===== src/common/blur_pkg.sv =====
package blur_pkg;

    // Sample and result widths
    localparam int DATA_WIDTH   = 12;
    localparam int ACC_WIDTH    = 16;   // 16 x 4095 = 65520 still fits

    // Window depth, largest kernel
    localparam int MAX_TAPS     = 7;

    // Kernel weight, peak value 4 at the 7-tap centre
    localparam int WEIGHT_WIDTH = 3;

    // Fill count and tap count share one width
    localparam int FILL_WIDTH   = 3;

    // Size select code from the host
    localparam int SIZE_WIDTH   = 3;

    // One input sample
    typedef logic [DATA_WIDTH-1:0]   sample_t;

    // Full-width weighted sum, never normalized
    typedef logic [ACC_WIDTH-1:0]    acc_t;

    // One triangular weight
    typedef logic [WEIGHT_WIDTH-1:0] weight_t;

    // Codes 0..3 pick 1/3/5/7 taps, 4..7 fall back to 1 tap
    typedef logic [SIZE_WIDTH-1:0]   size_sel_t;

    // Samples held in the window, or active taps
    typedef logic [FILL_WIDTH-1:0]   fill_t;

endpackage


===== src/design/kernel_gen/blur_kernel_gen.sv =====
`timescale 1ns/10ps

module blur_kernel_gen (
    input  logic                 clk,
    input  logic                 rst,
    input  blur_pkg::size_sel_t  size_sel,
    input  logic                 size_load,
    output blur_pkg::fill_t      tap_count,
    output blur_pkg::weight_t    weights [0:blur_pkg::MAX_TAPS-1]
);

    import blur_pkg::*;

    size_sel_t size_q;  // Held kernel code

    // Kernel code only moves on a load strobe
    always_ff @(posedge clk) begin
        if (rst) begin
            size_q <= '0;  // One tap out of reset
        end else if (size_load) begin
            size_q <= size_sel;
        end
    end

    // Code to odd tap count
    always_comb begin
        case (size_q)
            SIZE_WIDTH'(0): tap_count = FILL_WIDTH'(1);
            SIZE_WIDTH'(1): tap_count = FILL_WIDTH'(3);
            SIZE_WIDTH'(2): tap_count = FILL_WIDTH'(5);
            SIZE_WIDTH'(3): tap_count = FILL_WIDTH'(7);
            default:        tap_count = FILL_WIDTH'(1);  // Codes 4..7 fall back to one tap
        endcase
    end

    // Triangular row packed from position 0
    // Weight i+1 up to the peak and n-i after it
    always_comb begin
        for (int i = 0; i < MAX_TAPS; i++) begin
            if (i >= int'(tap_count)) begin
                weights[i] = '0;  // Unused tap
            end else if (i < int'(tap_count) - i) begin
                weights[i] = weight_t'(i + 1);
            end else begin
                weights[i] = weight_t'(int'(tap_count) - i);
            end
        end
    end

    // Only odd kernels from 1 to 7
    a_tap_count_odd: assert property (
        @(posedge clk) disable iff (rst)
        tap_count inside {FILL_WIDTH'(1), FILL_WIDTH'(3), FILL_WIDTH'(5), FILL_WIDTH'(7)}
    ) else $error("tap_count %0d is not a legal kernel size", tap_count);

endmodule


===== src/design/sample_window/sample_window.sv =====
`timescale 1ns/10ps

module sample_window (
    input  logic               clk,
    input  logic               rst,
    input  blur_pkg::sample_t  sample_in,
    input  logic               sample_valid,
    output blur_pkg::sample_t  taps [0:blur_pkg::MAX_TAPS-1],  // 0 is newest
    output blur_pkg::fill_t    fill,
    output logic               shifted       // Window moved last edge
);

    import blur_pkg::*;

    // Shift register that advances only on a strobe
    always_ff @(posedge clk) begin
        if (rst) begin
            for (int i = 0; i < MAX_TAPS; i++) begin
                taps[i] <= '0;  // Window starts empty
            end
        end else if (sample_valid) begin
            for (int i = MAX_TAPS - 1; i > 0; i--) begin
                taps[i] <= taps[i-1];  // Oldest drops off the end
            end
            taps[0] <= sample_in;
        end
    end

    // Saturating count of real samples
    always_ff @(posedge clk) begin
        if (rst) begin
            fill <= '0;
        end else if (sample_valid && (fill < FILL_WIDTH'(MAX_TAPS))) begin
            fill <= fill + FILL_WIDTH'(1);
        end
    end

    // One pulse per accepted sample
    always_ff @(posedge clk) begin
        if (rst) begin
            shifted <= 1'b0;
        end else begin
            shifted <= sample_valid;
        end
    end

    a_fill_max: assert property (
        @(posedge clk) disable iff (rst)
        fill <= FILL_WIDTH'(MAX_TAPS)
    ) else $error("fill %0d above window depth", fill);

endmodule


===== src/design/blur_mac/blur_mac.sv =====
`timescale 1ns/10ps

module blur_mac (
    input  logic               clk,
    input  logic               rst,
    input  blur_pkg::sample_t  taps [0:blur_pkg::MAX_TAPS-1],
    input  blur_pkg::fill_t    fill,
    input  logic               shifted,
    input  blur_pkg::fill_t    tap_count,
    input  blur_pkg::weight_t  weights [0:blur_pkg::MAX_TAPS-1],
    output blur_pkg::acc_t     blur_out,
    output logic               out_valid
);

    import blur_pkg::*;

    acc_t sum;           // Combinational weighted sum
    logic window_ready;  // Enough samples for this kernel

    // Sum of all seven products since unused weights are zero
    // Worst case 16 x 4095 = 65520 fits in 16 bits
    always_comb begin
        sum = '0;
        for (int i = 0; i < MAX_TAPS; i++) begin
            sum = sum + ACC_WIDTH'(taps[i]) * ACC_WIDTH'(weights[i]);
        end
    end

    assign window_ready = (fill >= tap_count);

    // Result register loads on each shift
    always_ff @(posedge clk) begin
        if (shifted) begin
            blur_out <= sum;
        end
    end

    // Strobe only once the window is deep enough
    always_ff @(posedge clk) begin
        if (rst) begin
            out_valid <= 1'b0;
        end else begin
            out_valid <= shifted && window_ready;
        end
    end

    // Output strobe traces back to a window shift
    a_valid_after_shift: assert property (
        @(posedge clk) disable iff (rst)
        out_valid |-> $past(shifted)
    ) else $error("out_valid without a shift one cycle earlier");

endmodule


===== src/design/blur_filter_top.sv =====
`timescale 1ns/10ps

module blur_filter_top (
    input  logic                 clk,
    input  logic                 rst,
    input  blur_pkg::sample_t    sample_in,
    input  logic                 sample_valid,  // One sample per high cycle
    input  blur_pkg::size_sel_t  size_sel,
    input  logic                 size_load,     // Kernel update strobe
    output blur_pkg::acc_t       blur_out,
    output logic                 out_valid      // Two cycles after sample_valid
);

    import blur_pkg::*;

    // Kernel to MAC
    fill_t   tap_count;
    weight_t weights [0:MAX_TAPS-1];

    // Window to MAC
    sample_t taps [0:MAX_TAPS-1];
    fill_t   fill;
    logic    shifted;

    // Weight producer
    blur_kernel_gen i_kernel_gen (
        .clk       (clk),
        .rst       (rst),
        .size_sel  (size_sel),
        .size_load (size_load),
        .tap_count (tap_count),
        .weights   (weights)
    );

    // Sample buffer, first pipeline stage
    sample_window i_sample_window (
        .clk          (clk),
        .rst          (rst),
        .sample_in    (sample_in),
        .sample_valid (sample_valid),
        .taps         (taps),
        .fill         (fill),
        .shifted      (shifted)
    );

    // Weighted sum, second pipeline stage
    blur_mac i_blur_mac (
        .clk       (clk),
        .rst       (rst),
        .taps      (taps),
        .fill      (fill),
        .shifted   (shifted),
        .tap_count (tap_count),
        .weights   (weights),
        .blur_out  (blur_out),
        .out_valid (out_valid)
    );

endmodule


===== config.mk =====
export PLATFORM = sky130hd
export DESIGN_NAME = blur_filter_top
export DESIGN_NICKNAME = d
export VERILOG_FILES = /design/src/common/blur_pkg.sv /design/src/design/kernel_gen/blur_kernel_gen.sv /design/src/design/sample_window/sample_window.sv /design/src/design/blur_mac/blur_mac.sv /design/src/design/blur_filter_top.sv
export SDC_FILE = /design/constraint.sdc
export NUM_CORES = 1
export LEC_CHECK = 0
export BUFFER_PORTS_ARGS = -buffer_cell sky130_fd_sc_hd__clkbuf_2
export CAP_MARGIN = 20
export CORE_MARGIN = 2
export CORE_UTILIZATION = 65
export CTS_BUF_LIST = sky130_fd_sc_hd__clkbuf_8
export DETAILED_ROUTE_END_ITERATION = 12
export PLACE_DENSITY = 0.83
export SLEW_MARGIN = 20
export SYNTH_ARGS = -nofsm -noshare
export SYNTH_HDL_FRONTEND = slang
export SYNTH_HIERARCHICAL = 1
export SYNTH_SLANG_ARGS = --single-unit

===== constraint.sdc =====
create_clock -name clk -period 17.6 [get_ports clk]
set_clock_uncertainty 0.15 [all_clocks]
set_input_delay 3.52 -clock clk [delete_from_list [all_inputs] [get_ports clk]]
set_output_delay 3.52 -clock clk [all_outputs]
set_load 0.02 [all_outputs]

==> results of run 1 <==
-- critical path: cells and delay by family (launching register included) --
kind / cells / cell delay [ps]
AOI/OAI and AO/OA: 3 / 520
xor gates and xnor gates: 1 / 90
adders and majority gates: 10 / 4400
buffers and inverters: 5 / 550
DFF: 1 / 380
and+or+nand+nor: 4 / 1220
-- cell usage after synthesis (4+ instances only) --
library cell / count / area share (%)
fa_1: 220 / 38
buf_6: 12 / 1.2
and2_1: 139 / 7.4
dfxtp_1: 92 / 16
nor2_1: 97 / 3.1
edfxtp_1: 16 / 4.1
nor2b_1: 4 / 0.21
clkbuf_1: 27 / 0.87
ha_1: 48 / 5.1
buf_4: 18 / 1.2
nand2_1: 123 / 3.9
mux2i_1: 88 / 7.5
xnor2_1: 11 / 0.82
inv_1: 227 / 7.3
a21oi_1: 13 / 0.56
buf_2: 5 / 0.21
-- through the flow --
stage | util, % | std cells
global placement | 66.6 | 1400
CTS | 67.7 | 1416
detailed placement | 66.6 | 1400
finish | 67.7 | 1416
floorplan | - | 1193
global route | 67.7 | 1416
-- state kept, by name (all words and copies together) (netlist names) --
signal                   flops
i_sample_window/taps        84
i_kernel_gen/size_q          3
i_sample_window/shifted      1
i_blur_mac/out_valid         1
i_blur_mac/blur_out         16
i_sample_window/fill         3
-- logic make-up (layout without fill, tap and decap cells) --
group | after synthesis | after routing | share of synthesized area (%)
simple gates | 377 | 377 | 15.5
flops | 108 | 108 | 19.9
compound gates | 37 | 37 | 2.50
xor+xnor | 14 | 14 | 1.05
buf+inv | 290 | 284 | 10.7
other cells | 2 | 11 | 0.0642
mux | 88 | 88 | 7.53
fa+ha+maj | 268 | 268 | 42.8
-- worst min-delay path by stage --
stage	slack [ps]	end	cells past startpoint	from
global placement	340	i_kernel_gen/size_q[1]	2	i_kernel_gen/size_q[1]
floorplan	330	i_kernel_gen/size_q[1]	2	i_kernel_gen/size_q[1]
finish	400	i_sample_window/fill[1]	2	i_sample_window/fill[2]
CTS	400	i_sample_window/taps[11]	2	i_sample_window/taps[11]
global route	430	i_sample_window/taps[2]	2	i_sample_window/taps[2]
detailed placement	380	i_sample_window/taps[11]	2	i_sample_window/taps[11]
-- layout make-up --
cell class | count | area [um^2]
Clock buffer | 9 | 124
Multi-Input combinational cell | 795 | 8160
Inverter | 228 | 856
Sequential cell | 108 | 2320
Timing Repair Buffer | 40 | 215
Clock inverter | 7 | 67.6
Fill cell | 1387 | 5750
Tap cell | 229 | 287
-- power groups by stage --
stage	clock (uW)	combinational [uW]	sequential, uW
floorplan	0	89.6	274
global placement	0	104	274
detailed placement	0	108	274
CTS	161	108	268
global route	169	125	269
finish	155	110	268
-- metal layers --
layer  wire length [um]  vias to the layer above  share of wire (%)  GRT usage (%)
met3                758                       51                3.4           3.64
met5                  0                        -                  0              0
met2              11500                      162                 51           45.1
li1                   -                     3483                  -              -
met1               8950                     3773                 40           32.2
met4               1120                        0                5.0           11.7
==> results.md, run 1 <==
- Inserted Clock Buffers: 9
- Final setup viols: 0
- CTS Buffer Depth: 2
- WHS: 400 ps
- Synth Register Bits: 108
- Worst slack, placed: 10150 ps
- Clock sinks: 108
- Max Cap Viol: 0
- FFs w/ async S/R, synth: 0%
- Final hold vios: 0
- Quantity of hold-fixing buffers added after cts: 0
- Tcrit/Tclk final: 42.9%
- Pin count of the biggest net entering global routing: 93
- Sequential-to-total area share from yosys stat: 19.9%
- Vias post-DR: 7469
- Initial antenna violation count: 0
- Setup Fix Bufs, Post-CTS: 0
- Final worst slack: 10060 ps
- Switching Share: 32.8%
- Die Footprint: 0.0191 mm^2
- Wirelength per Cell: 15.8 um
- PwrDens: 44.3 mW/mm^2
- Layout cells sized above 1: 5.73%
- Sequential share of power: 50.4%
- Reg2Reg Launch Point: i_kernel_gen/size_q[1]
- FP Rows: 49
- Drt drc: 0
- Final HPWL DP: 17500 um
- Cells after synthesis: 1184
- CTS resizes: 0
- Placement-stage cell area: 0.0118 mm^2
- TNS Setup: 0 ps
- FF-to-FF End: i_blur_mac/blur_out[15]
- Post-route ant nets: 0
- Initial Utilization: 65.8%
- Synthesized cell area: 0.0117 mm^2
- Top_reg_cell synth: dfxtp_1
- Slew Viols, Final: 0
- Drt total wl: 22300 um
- Worst setup EP type: flip-flop
- Skew-Pair Late Insertion Delay: 400 ps
- Crit path to: i_blur_mac/blur_out[15]
- Data arrival, critical path: 7550 ps
- P_leak: 0.00587 uW
- Final min period: 7540 ps
- Syn. warnings: 6
- Synth Area per Inst: 9.88 um^2
- GP Congestion: 0.865
- Netlist cell types: 43
- Crit. Startpoint: i_kernel_gen/size_q[1]
- Port bufs: 35
- Clock root buffer master: clkbuf_8
- Clock transition at path regs: 110 ps
- Net switching power: 175 uW
- IO Count: 36
- Commonest cells after routing, fill and taps aside: inv_1, fa_1, and2_1
- Fmax: 133 MHz
- Number of global-route vias before repair: 8187
- Hold Crit Class: flip-flop to flip-flop
- Worst Path Max Fanout: 30
- Fin nets: 1469
- Total gr overflow: 0
- Die width: 138 um
- Clock Power Share: 29.1%
- CP Cell Sequence: nor2b_2, buf_4, ha_1, nor2b_1, nand2_1, fa_1, fa_1, fa_1, inv_1, fa_1, fa_1, fa_1, inv_1, fa_1, inv_1, ha_1, inv_1, fa_1, nor2b_4, o31a_4, o21ai_4, o31ai_2, xnor2_1
- Crit Path Class: flip-flop to flip-flop
- Slew margin rel.: 25.1%
- CTS tree: done
- Vias/cell: 5.27
- Slew @ Worst Pin: 1120 ps
- First-pass GRT wire length: 39400 um
- Internal Power: 358 uW
- Core outline area: 0.0178 mm^2
- Status: complete, no violations
- Die height: 138 um
- Final instance area: 0.0120 mm^2
- Comb pwr share: 20.6%
- Max incr delay on CP: 740 ps
- Post-synth EDFFs: 16
- Gr usage total: 25.8%
- Startpoint types: flip-flop
- CP max-delay cell: nor2b_1
- RSZ-0062 raised after global routing: no
- Reg2Reg Depth: 23
- R2r setup slk: 10060 ps
- Drt first pass iters: 5
- Maximum vdd drop: 38.1 uV
- N_diodes: 0
- Pwr Total: 533 uW
- H-tree depth: 3
- Commonest non-fill, non-tap cell in the layout: inv_1
- P&R area growth vs syn: 2.82%
- Most numerous cell on the critical path: fa_1
- WP data required: 17610 ps
- Initial DRC count: 462
Power figures use the tool's default switching activity.
==> run 2: changes to the inputs <==
clock period = 7 ns   (was 17.6 ns; I/O delays follow)
==> run 2 against run 1 <==
Global-route usage grew 0.22 points. Clock power grew to 2.7 times the previous value. Fmax grew 11%. Largest power group unchanged. Hold slack lost 2.0 ps. Routed wire length grew 2.0%. Die area is the same. Non-clock buffer count grew 8. Cell count grew 0.56%. Flip-flop and latch count is the same. Combinational power grew to 2.6 times the previous value.
==> results.md, run 2 (synthesis results as in run 1) <==
- CP Cell Sequence: nor2b_4, ha_1, and3_2, and2_1, fa_1, fa_1, inv_1, fa_1, fa_1, inv_1, fa_1, fa_1, inv_1, fa_1, inv_1, ha_1, inv_1, fa_2, nor2b_4, o31a_4, o21ai_4, o31ai_4, xnor2_1
- Multi-input gate area: 0.00819 mm^2 (+0.38%)
- Tcrit/Tclk final: 96.9% (+54 points)
- CTS tree: done
- Fmax: 147 MHz (+11%)
- Final hold vios: 0 (unchanged)
- IO Count: 36 (unchanged)
- Number of global-route vias before repair: 8324 (+1.7%)
- Top flop regs: i_sample_window/taps (84), i_blur_mac/blur_out (16)
- P&R area growth vs syn: 3.87%
- Drt first pass iters: 5 (unchanged)
- Filler cells: 1349 (-2.7%)
- Initial Utilization: 65.8% (unchanged)
- Drt drc: 0 (unchanged)
- Max FFs per register: 84 (unchanged)
- Slew margin rel.: 32.3% (+7.2 points)
- Startpoint types: flip-flop
- N_diodes: 0 (unchanged)
- FP Rows: 49 (unchanged)
- Worst setup EP type: flip-flop
- Placed cell count: 1405 (+0.36%)
- Vias/cell: 5.33 (+0.96%)
- Clock sinks: 108 (unchanged)
- TNS Setup: 0 ps (unchanged)
- Layout cells sized above 1: 7.03% (+1.3 points)
- Final cell count without fillers: 1424 (+0.56%)
- PwrDens: 113 mW/mm^2 (+160%)
- Drt total wl: 22800 um (+2.0%)
- Data arrival, critical path: 6770 ps (-780 ps)
- Initial antenna violation count: 0 (unchanged)
- Inserted Clock Buffers: 9 (unchanged)
- Most numerous cell on the critical path: fa_1
- Initial DRC count: 399 (-14%)
- Vias post-DR: 7583 (+1.5%)
- Final setup viols: 0 (unchanged)
- Die height: 138 um (unchanged)
- Die width: 138 um (unchanged)
- Reg with most FFs: i_sample_window/taps
- WHS: 398 ps (-1.95 ps)
- Max Cap Viol: 0 (unchanged)
- H-tree depth: 3 (unchanged)
- Crit Path Class: flip-flop to flip-flop
- Status: complete, no violations
- Skew-Pair Late Insertion Delay: 400 ps (about the same)
- Max incr delay on CP: 550 ps (-190 ps)
- P_leak: 0.00593 uW (+1.0%)
- Slew @ Worst Pin: 1020 ps (-108 ps)
- Maximum vdd drop: 109 uV (+190%)
- Wirelength per Cell: 16.0 um (+1.5%)
- Final min period: 6780 ps (-761 ps)
- Total gr overflow: 0 (unchanged)
- Slew Viols, Final: 0 (unchanged)
- Worst Path Max Fanout: 7 (-77%)
- Clock root buffer master: clkbuf_8
- Fin nets: 1477 (+0.54%)
- CP max-delay cell: fa_1
- Commonest cells after routing, fill and taps aside: inv_1, fa_1, and2_1
- Register Area: 0.00233 mm^2 (+0.27%)
- WP data required: 6990 ps (-10620 ps)
- Pin count of the biggest net entering global routing: 93 (unchanged)
- CTS Buffer Depth: 2 (unchanged)
- Clock transition at path regs: 110 ps (about the same)
- First-pass GRT wire length: 39900 um (+1.2%)
- Final HPWL DP: 17800 um (+1.6%)
- Core outline area: 0.0178 mm^2 (unchanged)
- Post-route ant nets: 0 (unchanged)
- Commonest non-fill, non-tap cell in the layout: inv_1
- Port bufs: 35 (unchanged)
- Hold Crit Class: flip-flop to flip-flop
- Gr usage total: 26.1% (+0.22 points)
- GP Congestion: 0.851 (-1.6%)
- Delay-heaviest family, CP: adder cells
- CP bufs+invs: 5 (unchanged)
- Die Footprint: 0.0191 mm^2 (unchanged)
run 2: final timing paths:
check	startpoint	end	slack (ps)	cells past startpoint
setup reg to reg	i_kernel_gen/size_q[2]	i_blur_mac/blur_out[15]	220	23
hold reg to reg	i_sample_window/taps[11]	i_sample_window/taps[11]	400	2
hold / removal	i_sample_window/taps[11]	i_sample_window/taps[11]	400	2
setup / recovery	i_kernel_gen/size_q[2]	i_blur_mac/blur_out[15]	220	23
run 2: layout make-up:
cell class,instances,share of cell area (%)
Multi-Input combinational cell,795,67.4
Sequential cell,108,19.2
Inverter,228,7.04
Timing Repair Buffer,48,2.37
Tap cell,229,2.36
Clock buffer,9,1.02
Clock inverter,7,0.659
run 2: report_power, final:
part           internal, uW  leakage [uW]  switching (uW)
clock                   172      0.000104             248
combinational           115       0.00493             168
sequential              652      0.000902            22.8
total                   939       0.00593             439
run 2: worst reg2reg max path, cell delays in order, from the launching register on:
cell     delay, ps
dfxtp_4        390
nor2b_4        200
ha_1           260
and3_2         240
and2_1         180
fa_1           460
fa_1           510
inv_1           50
fa_1           490
fa_1           510
inv_1           50
fa_1           470
fa_1           560
inv_1           60
fa_1           530
inv_1           40
ha_1           220
inv_1           90
fa_2           240
nor2b_4         50
o31a_4         300
o21ai_4        210
o31ai_4        110
xnor2_1        150
run 2: metal layers:
layer | track usage (%) | routed length [um] | up-vias
met4 | 12.0 | 1130 | 0
li1 | - | - | 3496
met5 | 0 | 0 | -
met2 | 47.4 | 12100 | 167
met1 | 31.3 | 8850 | 3869
met3 | 2.77 | 662 | 51
run 2: what timing repair did:
action	in CTS	in global routing
hold buffers	0	0
resized for setup	0	12
endpoints found under the setup margin	0	7
buffers inserted	0	3
run 2: metrics by stage:
stage                     total power (uW)  setup slack, ps  area (um^2)  util (%)
after global placement                 952              252        11900      66.9
after global routing                  1440            -39.8        12200      68.3
final                                 1380              219        12200      68.3
after CTS                             1380             15.0        12100      68.0
after floorplan                        913              333        11700         -
after detailed placement               964             54.0        11900      66.9
